### src/common/mmio_pkg.sv
`default_nettype none

package mmio_pkg;

  // Opcode carried in bits 1:0 of the tag/opcode byte
  typedef enum logic [1:0] {
    OP_STORE = 2'd0,
    OP_SET   = 2'd1,
    // Reserved codes stall the end-point
    OP_RSVD2 = 2'd2,
    OP_RSVD3 = 2'd3
  } mmio_op_e;

  // Decoded command frame
  typedef struct packed {
    logic [3:0]  tag;
    mmio_op_e    op;
    logic [3:0]  lun;
    // Byte address in the register space
    logic [27:0] addr;
    // Byte count for STORE, value for SET
    logic [15:0] len;
  } mmio_cmd_t;

  // One payload byte on its way to the store unit
  typedef struct packed {
    logic [7:0] data;
    // Final byte of the STORE payload
    logic       last;
  } stream_beat_t;

  // Response to the host, one per completed command
  typedef struct packed {
    logic [3:0] tag;
    mmio_op_e   op;
  } mmio_resp_t;

  // Command magic "TART"
  // First byte received sits in bits 7:0
  localparam logic [31:0] MMIO_MAGIC = {8'h54, 8'h52, 8'h41, 8'h54};

endpackage

`default_nettype wire
### src/logic/mmio_ep_top.sv
`timescale 1ns/1ps
`default_nettype none

module mmio_ep_top #(
  parameter int FIFO_DEPTH = 16,
  parameter int REG_WORDS  = 16
) (
  input  logic                         clock,
  input  logic                         rst_n_i,
  // Bulk-Out byte stream
  input  logic                         usb_valid_i,
  output logic                         usb_ready_o,
  input  logic [7:0]                   usb_data_i,
  input  logic                         usb_last_i,
  // Responses
  output logic                         resp_valid_o,
  input  logic                         resp_ready_i,
  output mmio_pkg::mmio_resp_t         resp_o,
  // Stall status and host clear
  output logic                         stalled_o,
  input  logic                         clear_stall_i,
  // Register read port
  input  logic [$clog2(REG_WORDS)-1:0] rd_addr_i,
  output logic [31:0]                  rd_data_o
);

  // Parser to store unit
  logic                   cmd_valid;
  logic                   cmd_ready;
  mmio_pkg::mmio_cmd_t    cmd;
  logic                   done;
  // Parser to FIFO
  logic                   in_valid;
  logic                   in_ready;
  mmio_pkg::stream_beat_t in_beat;
  // FIFO to store unit
  logic                   out_valid;
  logic                   out_ready;
  mmio_pkg::stream_beat_t out_beat;

  mmio_cmd_parser parser_i (
    .clock        (clock),
    .rst_n_i      (rst_n_i),
    .usb_valid_i  (usb_valid_i),
    .usb_ready_o  (usb_ready_o),
    .usb_data_i   (usb_data_i),
    .usb_last_i   (usb_last_i),
    .cmd_valid_o  (cmd_valid),
    .cmd_ready_i  (cmd_ready),
    .cmd_o        (cmd),
    .fifo_valid_o (in_valid),
    .fifo_ready_i (in_ready),
    .fifo_beat_o  (in_beat),
    .done_i       (done),
    .clear_stall_i(clear_stall_i),
    .stalled_o    (stalled_o)
  );

  // Holds STORE payload ahead of the store unit
  packet_fifo #(
    .DEPTH(FIFO_DEPTH)
  ) fifo_i (
    .clock      (clock),
    .rst_n_i    (rst_n_i),
    .in_valid_i (in_valid),
    .in_ready_o (in_ready),
    .in_beat_i  (in_beat),
    .out_valid_o(out_valid),
    .out_ready_i(out_ready),
    .out_beat_o (out_beat)
  );

  mmio_store_unit #(
    .REG_WORDS(REG_WORDS)
  ) store_i (
    .clock       (clock),
    .rst_n_i     (rst_n_i),
    .cmd_valid_i (cmd_valid),
    .cmd_ready_o (cmd_ready),
    .cmd_i       (cmd),
    .data_valid_i(out_valid),
    .data_ready_o(out_ready),
    .data_beat_i (out_beat),
    .resp_valid_o(resp_valid_o),
    .resp_ready_i(resp_ready_i),
    .resp_o      (resp_o),
    .done_o      (done),
    .rd_addr_i   (rd_addr_i),
    .rd_data_o   (rd_data_o)
  );

endmodule

`default_nettype wire

### src/logic/mmio_store_unit.sv
`timescale 1ns/1ps
`default_nettype none

module mmio_store_unit #(
  parameter int REG_WORDS = 16
) (
  input  logic                         clock,
  input  logic                         rst_n_i,
  // Command from the parser
  input  logic                         cmd_valid_i,
  output logic                         cmd_ready_o,
  input  mmio_pkg::mmio_cmd_t          cmd_i,
  // STORE payload from the packet FIFO
  input  logic                         data_valid_i,
  output logic                         data_ready_o,
  input  mmio_pkg::stream_beat_t       data_beat_i,
  // Tagged response
  output logic                         resp_valid_o,
  input  logic                         resp_ready_i,
  output mmio_pkg::mmio_resp_t         resp_o,
  output logic                         done_o,
  // Bus-side read port
  input  logic [$clog2(REG_WORDS)-1:0] rd_addr_i,
  output logic [31:0]                  rd_data_o
);

  localparam int AW = $clog2(REG_WORDS);

  typedef enum logic [1:0] {
    IDLE,
    STORE,
    RESP
  } state_e;

  state_e               state_q;
  logic [31:0]          regs_q [REG_WORDS];
  // Running byte address, wraps inside the register array
  logic [AW+1:0]        baddr_q;
  mmio_pkg::mmio_resp_t resp_q;
  logic                 cmd_take;
  logic                 data_take;
  logic [AW-1:0]        set_word;

  assign cmd_ready_o  = (state_q == IDLE);
  assign data_ready_o = (state_q == STORE);
  assign resp_valid_o = (state_q == RESP);
  assign resp_o       = resp_q;
  // Completion seen by the parser on the response handshake
  assign done_o       = resp_valid_o && resp_ready_i;
  assign rd_data_o    = regs_q[rd_addr_i];

  assign cmd_take  = cmd_valid_i && cmd_ready_o;
  assign data_take = data_valid_i && data_ready_o;
  assign set_word  = cmd_i.addr[AW+1:2];

  always_ff @(posedge clock or negedge rst_n_i) begin
    if (!rst_n_i) begin
      state_q <= IDLE;
    end else begin
      case (state_q)
        IDLE: begin
          // Zero-length STORE responds at once, like SET
          if (cmd_take) begin
            if (cmd_i.op == mmio_pkg::OP_STORE && cmd_i.len != 16'd0) begin
              state_q <= STORE;
            end else begin
              state_q <= RESP;
            end
          end
        end
        STORE: begin
          if (data_take && data_beat_i.last) begin
            state_q <= RESP;
          end
        end
        RESP: begin
          if (resp_ready_i) begin
            state_q <= IDLE;
          end
        end
        default: state_q <= IDLE;
      endcase
    end
  end

  // Command context
  // LUN has no effect on a single-unit register space
  always_ff @(posedge clock) begin
    if (cmd_take) begin
      resp_q  <= '{tag: cmd_i.tag, op: cmd_i.op};
      baddr_q <= cmd_i.addr[AW+1:0];
    end else if (data_take) begin
      baddr_q <= baddr_q + 1'b1;
    end
  end

  // Register space
  always_ff @(posedge clock or negedge rst_n_i) begin
    if (!rst_n_i) begin
      for (int i = 0; i < REG_WORDS; i++) begin
        regs_q[i] <= 32'h0;
      end
    end else if (cmd_take && cmd_i.op == mmio_pkg::OP_SET) begin
      regs_q[set_word] <= {16'h0000, cmd_i.len};
    end else if (data_take) begin
      // One byte lane per popped beat
      regs_q[baddr_q[AW+1:2]][8*baddr_q[1:0] +: 8] <= data_beat_i.data;
    end
  end

endmodule

`default_nettype wire

### src/ep_out/packet_fifo.sv
`timescale 1ns/1ps
`default_nettype none

module packet_fifo #(
  parameter int DEPTH = 16
) (
  input  logic                   clock,
  input  logic                   rst_n_i,
  // Write side
  input  logic                   in_valid_i,
  output logic                   in_ready_o,
  input  mmio_pkg::stream_beat_t in_beat_i,
  // Read side, first word falls through
  output logic                   out_valid_o,
  input  logic                   out_ready_i,
  output mmio_pkg::stream_beat_t out_beat_o
);

  localparam int AW = (DEPTH > 1) ? $clog2(DEPTH) : 1;
  localparam int CW = $clog2(DEPTH + 1);

  mmio_pkg::stream_beat_t mem_q [DEPTH];
  logic [AW-1:0]          wr_ptr_q;
  logic [AW-1:0]          rd_ptr_q;
  // Occupancy, 0 to DEPTH
  logic [CW-1:0]          count_q;
  logic                   full;
  logic                   push;
  logic                   pop;

  // Pointer step with wrap for any depth
  function automatic logic [AW-1:0] ptr_inc(input logic [AW-1:0] ptr);
    if (ptr == AW'(DEPTH - 1)) begin
      return {AW{1'b0}};
    end
    return ptr + 1'b1;
  endfunction

  assign full        = (count_q == CW'(DEPTH));
  assign out_valid_o = (count_q != '0);
  assign out_beat_o  = mem_q[rd_ptr_q];
  // A pop frees a slot for a push in the same cycle
  assign in_ready_o  = !full || out_ready_i;
  assign push        = in_valid_i && in_ready_o;
  assign pop         = out_valid_o && out_ready_i;

  always_ff @(posedge clock or negedge rst_n_i) begin
    if (!rst_n_i) begin
      wr_ptr_q <= '0;
      rd_ptr_q <= '0;
      count_q  <= '0;
    end else begin
      if (push) begin
        wr_ptr_q <= ptr_inc(wr_ptr_q);
      end
      if (pop) begin
        rd_ptr_q <= ptr_inc(rd_ptr_q);
      end
      case ({push, pop})
        2'b10:   count_q <= count_q + 1'b1;
        2'b01:   count_q <= count_q - 1'b1;
        default: count_q <= count_q;
      endcase
    end
  end

  // Storage
  always_ff @(posedge clock) begin
    if (push) begin
      mem_q[wr_ptr_q] <= in_beat_i;
    end
  end

endmodule

`default_nettype wire

### src/ep_out/mmio_cmd_parser.sv
`timescale 1ns/1ps
`default_nettype none

module mmio_cmd_parser (
  input  logic                   clock,
  input  logic                   rst_n_i,
  // Host byte stream
  input  logic                   usb_valid_i,
  output logic                   usb_ready_o,
  input  logic [7:0]             usb_data_i,
  input  logic                   usb_last_i,
  // Decoded command to the store unit
  output logic                   cmd_valid_o,
  input  logic                   cmd_ready_i,
  output mmio_pkg::mmio_cmd_t    cmd_o,
  // STORE payload into the packet FIFO
  output logic                   fifo_valid_o,
  input  logic                   fifo_ready_i,
  output mmio_pkg::stream_beat_t fifo_beat_o,
  // Command completed by the store unit
  input  logic                   done_i,
  input  logic                   clear_stall_i,
  output logic                   stalled_o
);

  // Frame states IDLE to IDOP, then command hand-off and data phase
  typedef enum logic [2:0] {
    IDLE,
    ADDR,
    WORD,
    IDOP,
    ISSUE,
    DATA,
    WAIT,
    HALT
  } state_e;

  state_e              state_q;
  // Byte position within the 11-byte frame
  logic [3:0]          pos_q;
  logic [31:0]         word_q;
  logic [31:0]         word_next;
  // STORE bytes still to forward
  logic [15:0]         rem_q;
  mmio_pkg::mmio_cmd_t cmd_q;
  logic                take;
  logic                in_frame;
  logic [7:0]          magic_byte;

  assign take      = usb_valid_i && usb_ready_o;
  assign in_frame  = (state_q == IDLE) || (state_q == ADDR) ||
                     (state_q == WORD) || (state_q == IDOP);
  // Little-endian, so new bytes enter at the top
  assign word_next = {usb_data_i, word_q[31:8]};
  // Magic is checked byte by byte
  assign magic_byte = mmio_pkg::MMIO_MAGIC[8*pos_q[1:0] +: 8];

  // Ready while parsing, FIFO space while forwarding, otherwise held off
  always_comb begin
    case (state_q)
      IDLE, ADDR, WORD, IDOP: usb_ready_o = 1'b1;
      DATA:                   usb_ready_o = fifo_ready_i;
      default:                usb_ready_o = 1'b0;
    endcase
  end

  assign cmd_valid_o  = (state_q == ISSUE);
  assign cmd_o        = cmd_q;
  assign stalled_o    = (state_q == HALT);
  // Payload bytes pass straight through to the FIFO
  assign fifo_valid_o = (state_q == DATA) && usb_valid_i;
  assign fifo_beat_o  = '{data: usb_data_i, last: (rem_q == 16'd1)};

  always_ff @(posedge clock or negedge rst_n_i) begin
    if (!rst_n_i) begin
      state_q <= IDLE;
      pos_q   <= 4'd0;
    end else begin
      // Frame position restarts whenever no frame is open
      if (!in_frame) begin
        pos_q <= 4'd0;
      end else if (take) begin
        pos_q <= pos_q + 4'd1;
      end

      case (state_q)
        IDLE: begin
          if (take) begin
            if (usb_last_i || usb_data_i != magic_byte) begin
              state_q <= HALT;
            end else if (pos_q == 4'd3) begin
              state_q <= ADDR;
            end
          end
        end
        ADDR: begin
          // Early last is a short frame
          if (take) begin
            if (usb_last_i) begin
              state_q <= HALT;
            end else if (pos_q == 4'd7) begin
              state_q <= WORD;
            end
          end
        end
        WORD: begin
          if (take) begin
            if (usb_last_i) begin
              state_q <= HALT;
            end else if (pos_q == 4'd9) begin
              state_q <= IDOP;
            end
          end
        end
        IDOP: begin
          // Byte 11 must end the frame, reserved bits and opcodes rejected
          if (take) begin
            if (!usb_last_i || usb_data_i[3:2] != 2'b00 || usb_data_i[1]) begin
              state_q <= HALT;
            end else begin
              state_q <= ISSUE;
            end
          end
        end
        ISSUE: begin
          if (cmd_ready_i) begin
            if (cmd_q.op == mmio_pkg::OP_STORE && cmd_q.len != 16'd0) begin
              state_q <= DATA;
            end else begin
              state_q <= WAIT;
            end
          end
        end
        DATA: begin
          if (take && rem_q == 16'd1) begin
            state_q <= WAIT;
          end
        end
        WAIT: begin
          // One command in progress at a time
          if (done_i) begin
            state_q <= IDLE;
          end
        end
        HALT: begin
          if (clear_stall_i) begin
            state_q <= IDLE;
          end
        end
        default: state_q <= IDLE;
      endcase
    end
  end

  // Frame fields and payload counter
  always_ff @(posedge clock) begin
    if (take && in_frame) begin
      word_q <= word_next;
    end
    if (take && state_q == ADDR && pos_q == 4'd7) begin
      cmd_q.lun  <= word_next[31:28];
      cmd_q.addr <= word_next[27:0];
    end
    if (take && state_q == WORD && pos_q == 4'd9) begin
      cmd_q.len <= {usb_data_i, word_q[31:24]};
    end
    if (take && state_q == IDOP) begin
      cmd_q.tag <= usb_data_i[7:4];
      cmd_q.op  <= mmio_pkg::mmio_op_e'(usb_data_i[1:0]);
    end
    // Loaded while the command waits, counted down per forwarded byte
    if (state_q == ISSUE) begin
      rem_q <= cmd_q.len;
    end else if (take && state_q == DATA) begin
      rem_q <= rem_q - 16'd1;
    end
  end

endmodule

`default_nettype wire

### config.mk
export PLATFORM = sky130hd
export DESIGN_NAME = mmio_ep_top
export DESIGN_NICKNAME = d
export VERILOG_FILES = /design/src/common/mmio_pkg.sv /design/src/logic/mmio_ep_top.sv /design/src/logic/mmio_store_unit.sv /design/src/ep_out/packet_fifo.sv /design/src/ep_out/mmio_cmd_parser.sv
export SDC_FILE = /design/constraint.sdc
export NUM_CORES = 1
export LEC_CHECK = 0
export ABC_AREA = 1
export BUFFER_PORTS_ARGS = -buffer_cell sky130_fd_sc_hd__buf_2
export CORE_MARGIN = 2
export CORE_UTILIZATION = 45
export CTS_CLUSTER_SIZE = 30
export DETAILED_ROUTE_END_ITERATION = 10
export PLACE_DENSITY = 0.66
export REMOVE_ABC_BUFFERS = 1
export SLEW_MARGIN = 30
export SYNTH_ARGS = -nofsm -noshare
export SYNTH_HDL_FRONTEND = slang
export SYNTH_SLANG_ARGS = --single-unit
### constraint.sdc
create_clock -name clock -period 4.4 [get_ports clock]
set_clock_uncertainty 0.15 [all_clocks]
set_input_delay 0.66 -clock clock [delete_from_list [all_inputs] [get_ports clock]]
set_output_delay 0.66 -clock clock [all_outputs]
set_load 0.1 [all_outputs]
# Word level (Yosys, flattened, before mapping)
# Memories as Yosys holds them, arrays and structs flattened.
# Cells that the tools add are included.
# word_totals
ff_bits,622
n_memories,1
elab_cells,178
inputBits,18
ramBits,144
# op_classes
shifts,3
n_eq_ne,35
order_cmp,5
reduce_logical,41
addsub,8
n_bitwise,3
mux,51
# mem_list
name,words,width,rd,rd_ports_with_merged_regs,write_ports,line,source
fifo_i.mem_q,16,9,1,0,1,packet_fifo.sv:22,mmio_pkg::stream_beat_t mem_q [DEPTH];
# op_table
cell,n
$bwmux 512,2
$mux 512,2
$demux 32 s4,2
$bmux 32 s4,1
$mux 32,4
$mux 3,14
$neg 5->34,1
$shift 8x34->32 const A,1
$shiftx 8x34->32,1
$mux 16,2
$shiftx 32x6->8 const A,1
$mux 4,6
$pmux 3 s8,1
$logic_and 1x1->1,19
$eq 16x1->1 const B,1
$reduce_bool 16->1,1
$sub 16x1->16 const B,1
$ge 5x5->1 const B,3
$not 4->5,3
$ne 2x1->1 const B,7
$add 4x1->4 const B,3
$eq 3x3->1 const B,4
$eq 4x4->1 const B,3
$mux 2,6
other kinds (28),57

# Longest topological paths before layout
# depth
ltp_word,8
ltp_mapped,16
mapped_depth_nobuf,16

# By module
# Synthesis repeated with hierarchy kept, for this count alone.
# unflattened
cells_unflattened,5989
area_unflattened_um2,43625.6
# by_module_without_submodules
module,cells_per_inst,n_inst,area_each_um2
mmio_store_unit,4948,1,32342.3
packet_fifo,691,1,7013.0
mmio_cmd_parser,350,1,4270.3

# Least setup slack after synthesis
# Ideal clock, no wire load.
# synth_path
path_type,input-to-output
startpoint,input rd_addr_i[0]
endpoint,output rd_data_o[4]
path_buffers,4
cell_stages,8
required_time_ns,3.590
arrival_ns,4.040
slack_ns,-0.450
cell_sequence,buf_2 clkbuf_1 clkbuf_1 clkbuf_1 a21oi_1 o21ai_0 o22ai_1 o21ai_0
# synth_between
elab_chain_cells,4
# synth_rtl
item,line,source
start: declaration,mmio_ep_top.sv:23,"input logic [$clog2(REG_WORDS)-1:0] rd_addr_i,"
$not 4->5 (not written as such),mmio_store_unit.sv:50,assign rd_data_o = regs_q[rd_addr_i];
$bmux 32 s4,mmio_store_unit.sv:50,
$mux 32 (not written as such) (2 in a row),mmio_store_unit.sv:50,
end: declaration,mmio_ep_top.sv:24,output logic [31:0] rd_data_o
# Every way passes these cells. The select of a mux whose other input is x is not followed.

# Final worst setup path
# layout_path
startpoint,input rd_addr_i[0]
endpoint,output rd_data_o[19]
# The elaborated chain is that of the path after synthesis.

==> flow_summary.ini <==
[worst_setup_path]
reg2reg_depth = 9
path_cells = buf_8 > buf_4 > a21oi_1 > o21ai_0 > o21ai_0 > o221ai_1 > nand2_1 > buf_12
critPathCaptureType = output pin
regToRegEndpoint = store_i.regs_q[390]
timing.critical_path.mode_cell = o21ai_0
rr_startpoint = parser_i.state_q[2]
cp.buffers_inverters = 3
path_class = in2out
cp_data_required_time_ns = 3.59
crit_path_max_incr_delay_ns = 0.50
crit_family = buffers and inverters
cp-start-kind = primary input
r2r_slack_ns = 0.84
cp_slowest_cell = buf_8
cp_data_arrival_time_ns = 2.83
crit_fanout = 118
cp.depth = 8

[cells_and_area]
multi_input_area_um2 = 15100
seq_area_um2 = 20000
fin_cells = 5949
nets = 4775
drive_gt1_share_pct = 7.68
n_antenna_cell = 0
syn2layout_area_growth_pct = 12.4
final_util_pct = 51.0
fillers = 8054

[timing]
max_clock_freq_mhz = 275
post-route-min-period_ns = 3.64
tightestPinTransition_ns = 1.06
drv_slew = 0
timing.final.hold_violations = 0
setup_slack_ns = 0.758
slew_headroom_pct = 29.2
min_period_over_period_pct = 82.8
rsz0062_at_grt = false
setup_viol = 0
whs_ns = 0.219

[power_and_ir_drop]
power.leakage_uw = 0.0193
ir_worst_vdd_mv = 0.561
power_uw = 23300
powerDensity_nw_per_um2 = 537

[synth]
async_flop_share_pct = 70.8
synth_ff_type = dfrtp_1
synth-warning-count = 0
ys_seq_area_share_pct = 51.6
synth.distinct_cells = 49
synth-seq-cells = 754
syn_avg_cell_area_um2 = 8.10
syn_inst = 4771
syn_area_um2 = 38700
synth-edff-count = 220

[die]
die_area_um2 = 88300
fp.coreArea_um2 = 85100
initial_core_util_pct = 45.4
io_pins = 59
die_h_um = 297
fp.dieW_um = 297
fp-row-count = 107

[cts]
ctsHoldBuffers = 1
cts_made_buffers = 84
h-tree-depth = 3
cts_tree = done
cts_resized = 0
clk_pin_slew_ns = 0.06
cts-root-buf = clkbuf_16
clk_latency_ns = 0.66
cts_sinks = 754
clockBufferDepth = 3
postCtsSetupRepairBufs = 0

[status]
status = finished clean

[hold_path]
min_from = resp_ready_i
hold_path_depth = 3
hold_path_class = in2reg
min_to = store_i.state_q[0]

[global_routing]
grt_start_max_net_pins = 119
track_usage_pct = 26.9
grt_pass1_wl_um = 187000
first_global_vias = 31200
antenna_found_initial = 4
grt-ovfl-total = 0

[place]
dp.cells = 5790
dp_hpwl_um = 78600
numPortBuffers = 58
place_congestion = 0.944
pre_cts_slack_ns = 0.815

[drt]
via_per_inst = 5.62
routedWlPerCell_um = 20.3
drt_iter0_markers = 3748
drtAntennaViolNets = 0
drc_errors = 0
drt_pass1_iterations = 8
drt-total-wl_um = 121000
vias = 33400

[flow_run]
drv_cap = 0
[layout make-up]
type                    count  area share, %
inverters                 695           6.00
clock buffers             112           5.38
clock inverters            44           1.15
multi-input cells        3069           34.7
flip-flops and latches    754           46.0
well taps                1144           3.29
repair buffers            131           3.53
[per-stage QoR]
step	setup TNS, ns	cell area [um2]
after global routing	0	43400
final	0	43400
after floorplan	-1.82	37600
after CTS	0	43400
after detailed placement	0	40600
after global placement	0	40500
[flip-flops by register name, summed over array words and instances (netlist names)]
signal            flops
store_i.state_q       2
fifo_i.rd_ptr_q       4
fifo_i.mem_q        144
store_i.regs_q      512
parser_i.cmd_o       28
parser_i.pos_q        4
store_i.resp_o        6
parser_i.rem_q       16
parser_i.state_q      3
fifo_i.wr_ptr_q       4
fifo_i.count_q        5
parser_i.word_q      20
store_i.baddr_q       6
[layer usage]
| metal | vias up | share of wire, % | global-route usage [%] |
|---|---|---|---|
| met2 | 1536 | 45 | 41.4 |
| met4 | 4 | 4.3 | 11.1 |
| met1 | 15900 | 42 | 37.8 |
| met3 | 306 | 8.6 | 4.54 |
| li1 | 15700 | - | - |
| met5 | - | 0.017 | 0 |
[worst register-to-register path, stage by stage (launching register included)]
cell	delay, ns
dfrtp_1	0.52
nand3_4	0.33
nor2_4	0.09
nand2_4	0.30
inv_2	0.31
nand2_2	0.38
clkinv_1	0.43
o21ai_2	0.68
nand2_1	0.11
a21boi_0	0.15
[where the power goes]
part	internal [uW]	total (uW)	switching [uW]
logic	1990	6810	4820
registers	8580	9240	658
clock network	4240	7290	3050
[Yosys cell counts (18+ instances only)]
library cell,n,area (um2)
o211ai_1,31,233
nand4_1,23,144
nor2_1,585,2200
a21boi_0,27,203
ha_1,21,263
o22ai_1,131,820
edfxtp_1,220,6610
buf_2,45,225
or2_2,27,169
nand3_1,205,1030
a21oi_1,363,1820
buf_1,20,75.1
o21ai_0,506,2530
o221ai_1,46,403
a22oi_1,89,668
o21ai_1,18,90.1
clkbuf_1,181,679
nor3_1,18,90.1
dfrtp_1,534,13400
inv_1,678,2540
nand2_1,832,3120
o21bai_1,32,240
[kinds of logic (layout without fill, tap and decap cells)]
family | count (synthesis) | after routing | synth area share (%)
and+or+nand+nor | 1731 | 1731 | 18.4
AOI/OAI and AO/OA | 1286 | 1286 | 19.1
buffers and inverters | 948 | 982 | 9.45
DFF | 754 | 754 | 51.6
adders and majority gates | 22 | 22 | 0.731
muxes | 16 | 16 | 0.414
xor gates and xnor gates | 14 | 14 | 0.317
[worst max-delay path by stage]
stage	start	end	slack, ns
6_report	rd_addr_i[0]	rd_data_o[19]	0.76
5_1_grt	parser_i.state_q[2]	store_i.regs_q[332]	0.65
4_1_cts	rd_addr_i[0]	rd_data_o[16]	0.81
3_5_place_dp	rd_addr_i[0]	rd_data_o[16]	0.82
3_3_place_gp	rd_addr_i[0]	rd_data_o[16]	0.80
2_1_floorplan	rd_addr_i[2]	rd_data_o[16]	-0.47
[placed cells by master (no fill, tap or decap), types with 27 or more instances in the layout]
| cell | count |
|---|---|
| nand2_1 | 832 |
| inv_1 | 677 |
| nor2_1 | 585 |
| dfrtp_1 | 533 |
| o21ai_0 | 506 |
| a21oi_1 | 363 |
| edfxtp_1 | 220 |
| nand3_1 | 205 |
| o22ai_1 | 131 |
| a22oi_1 | 89 |
| clkbuf_16 | 85 |
| buf_4 | 54 |
| o221ai_1 | 46 |
| buf_12 | 44 |
| o21bai_1 | 32 |
| o211ai_1 | 31 |
| a21boi_0 | 27 |
| or2_2 | 27 |
Power figures use the tool's default switching activity.
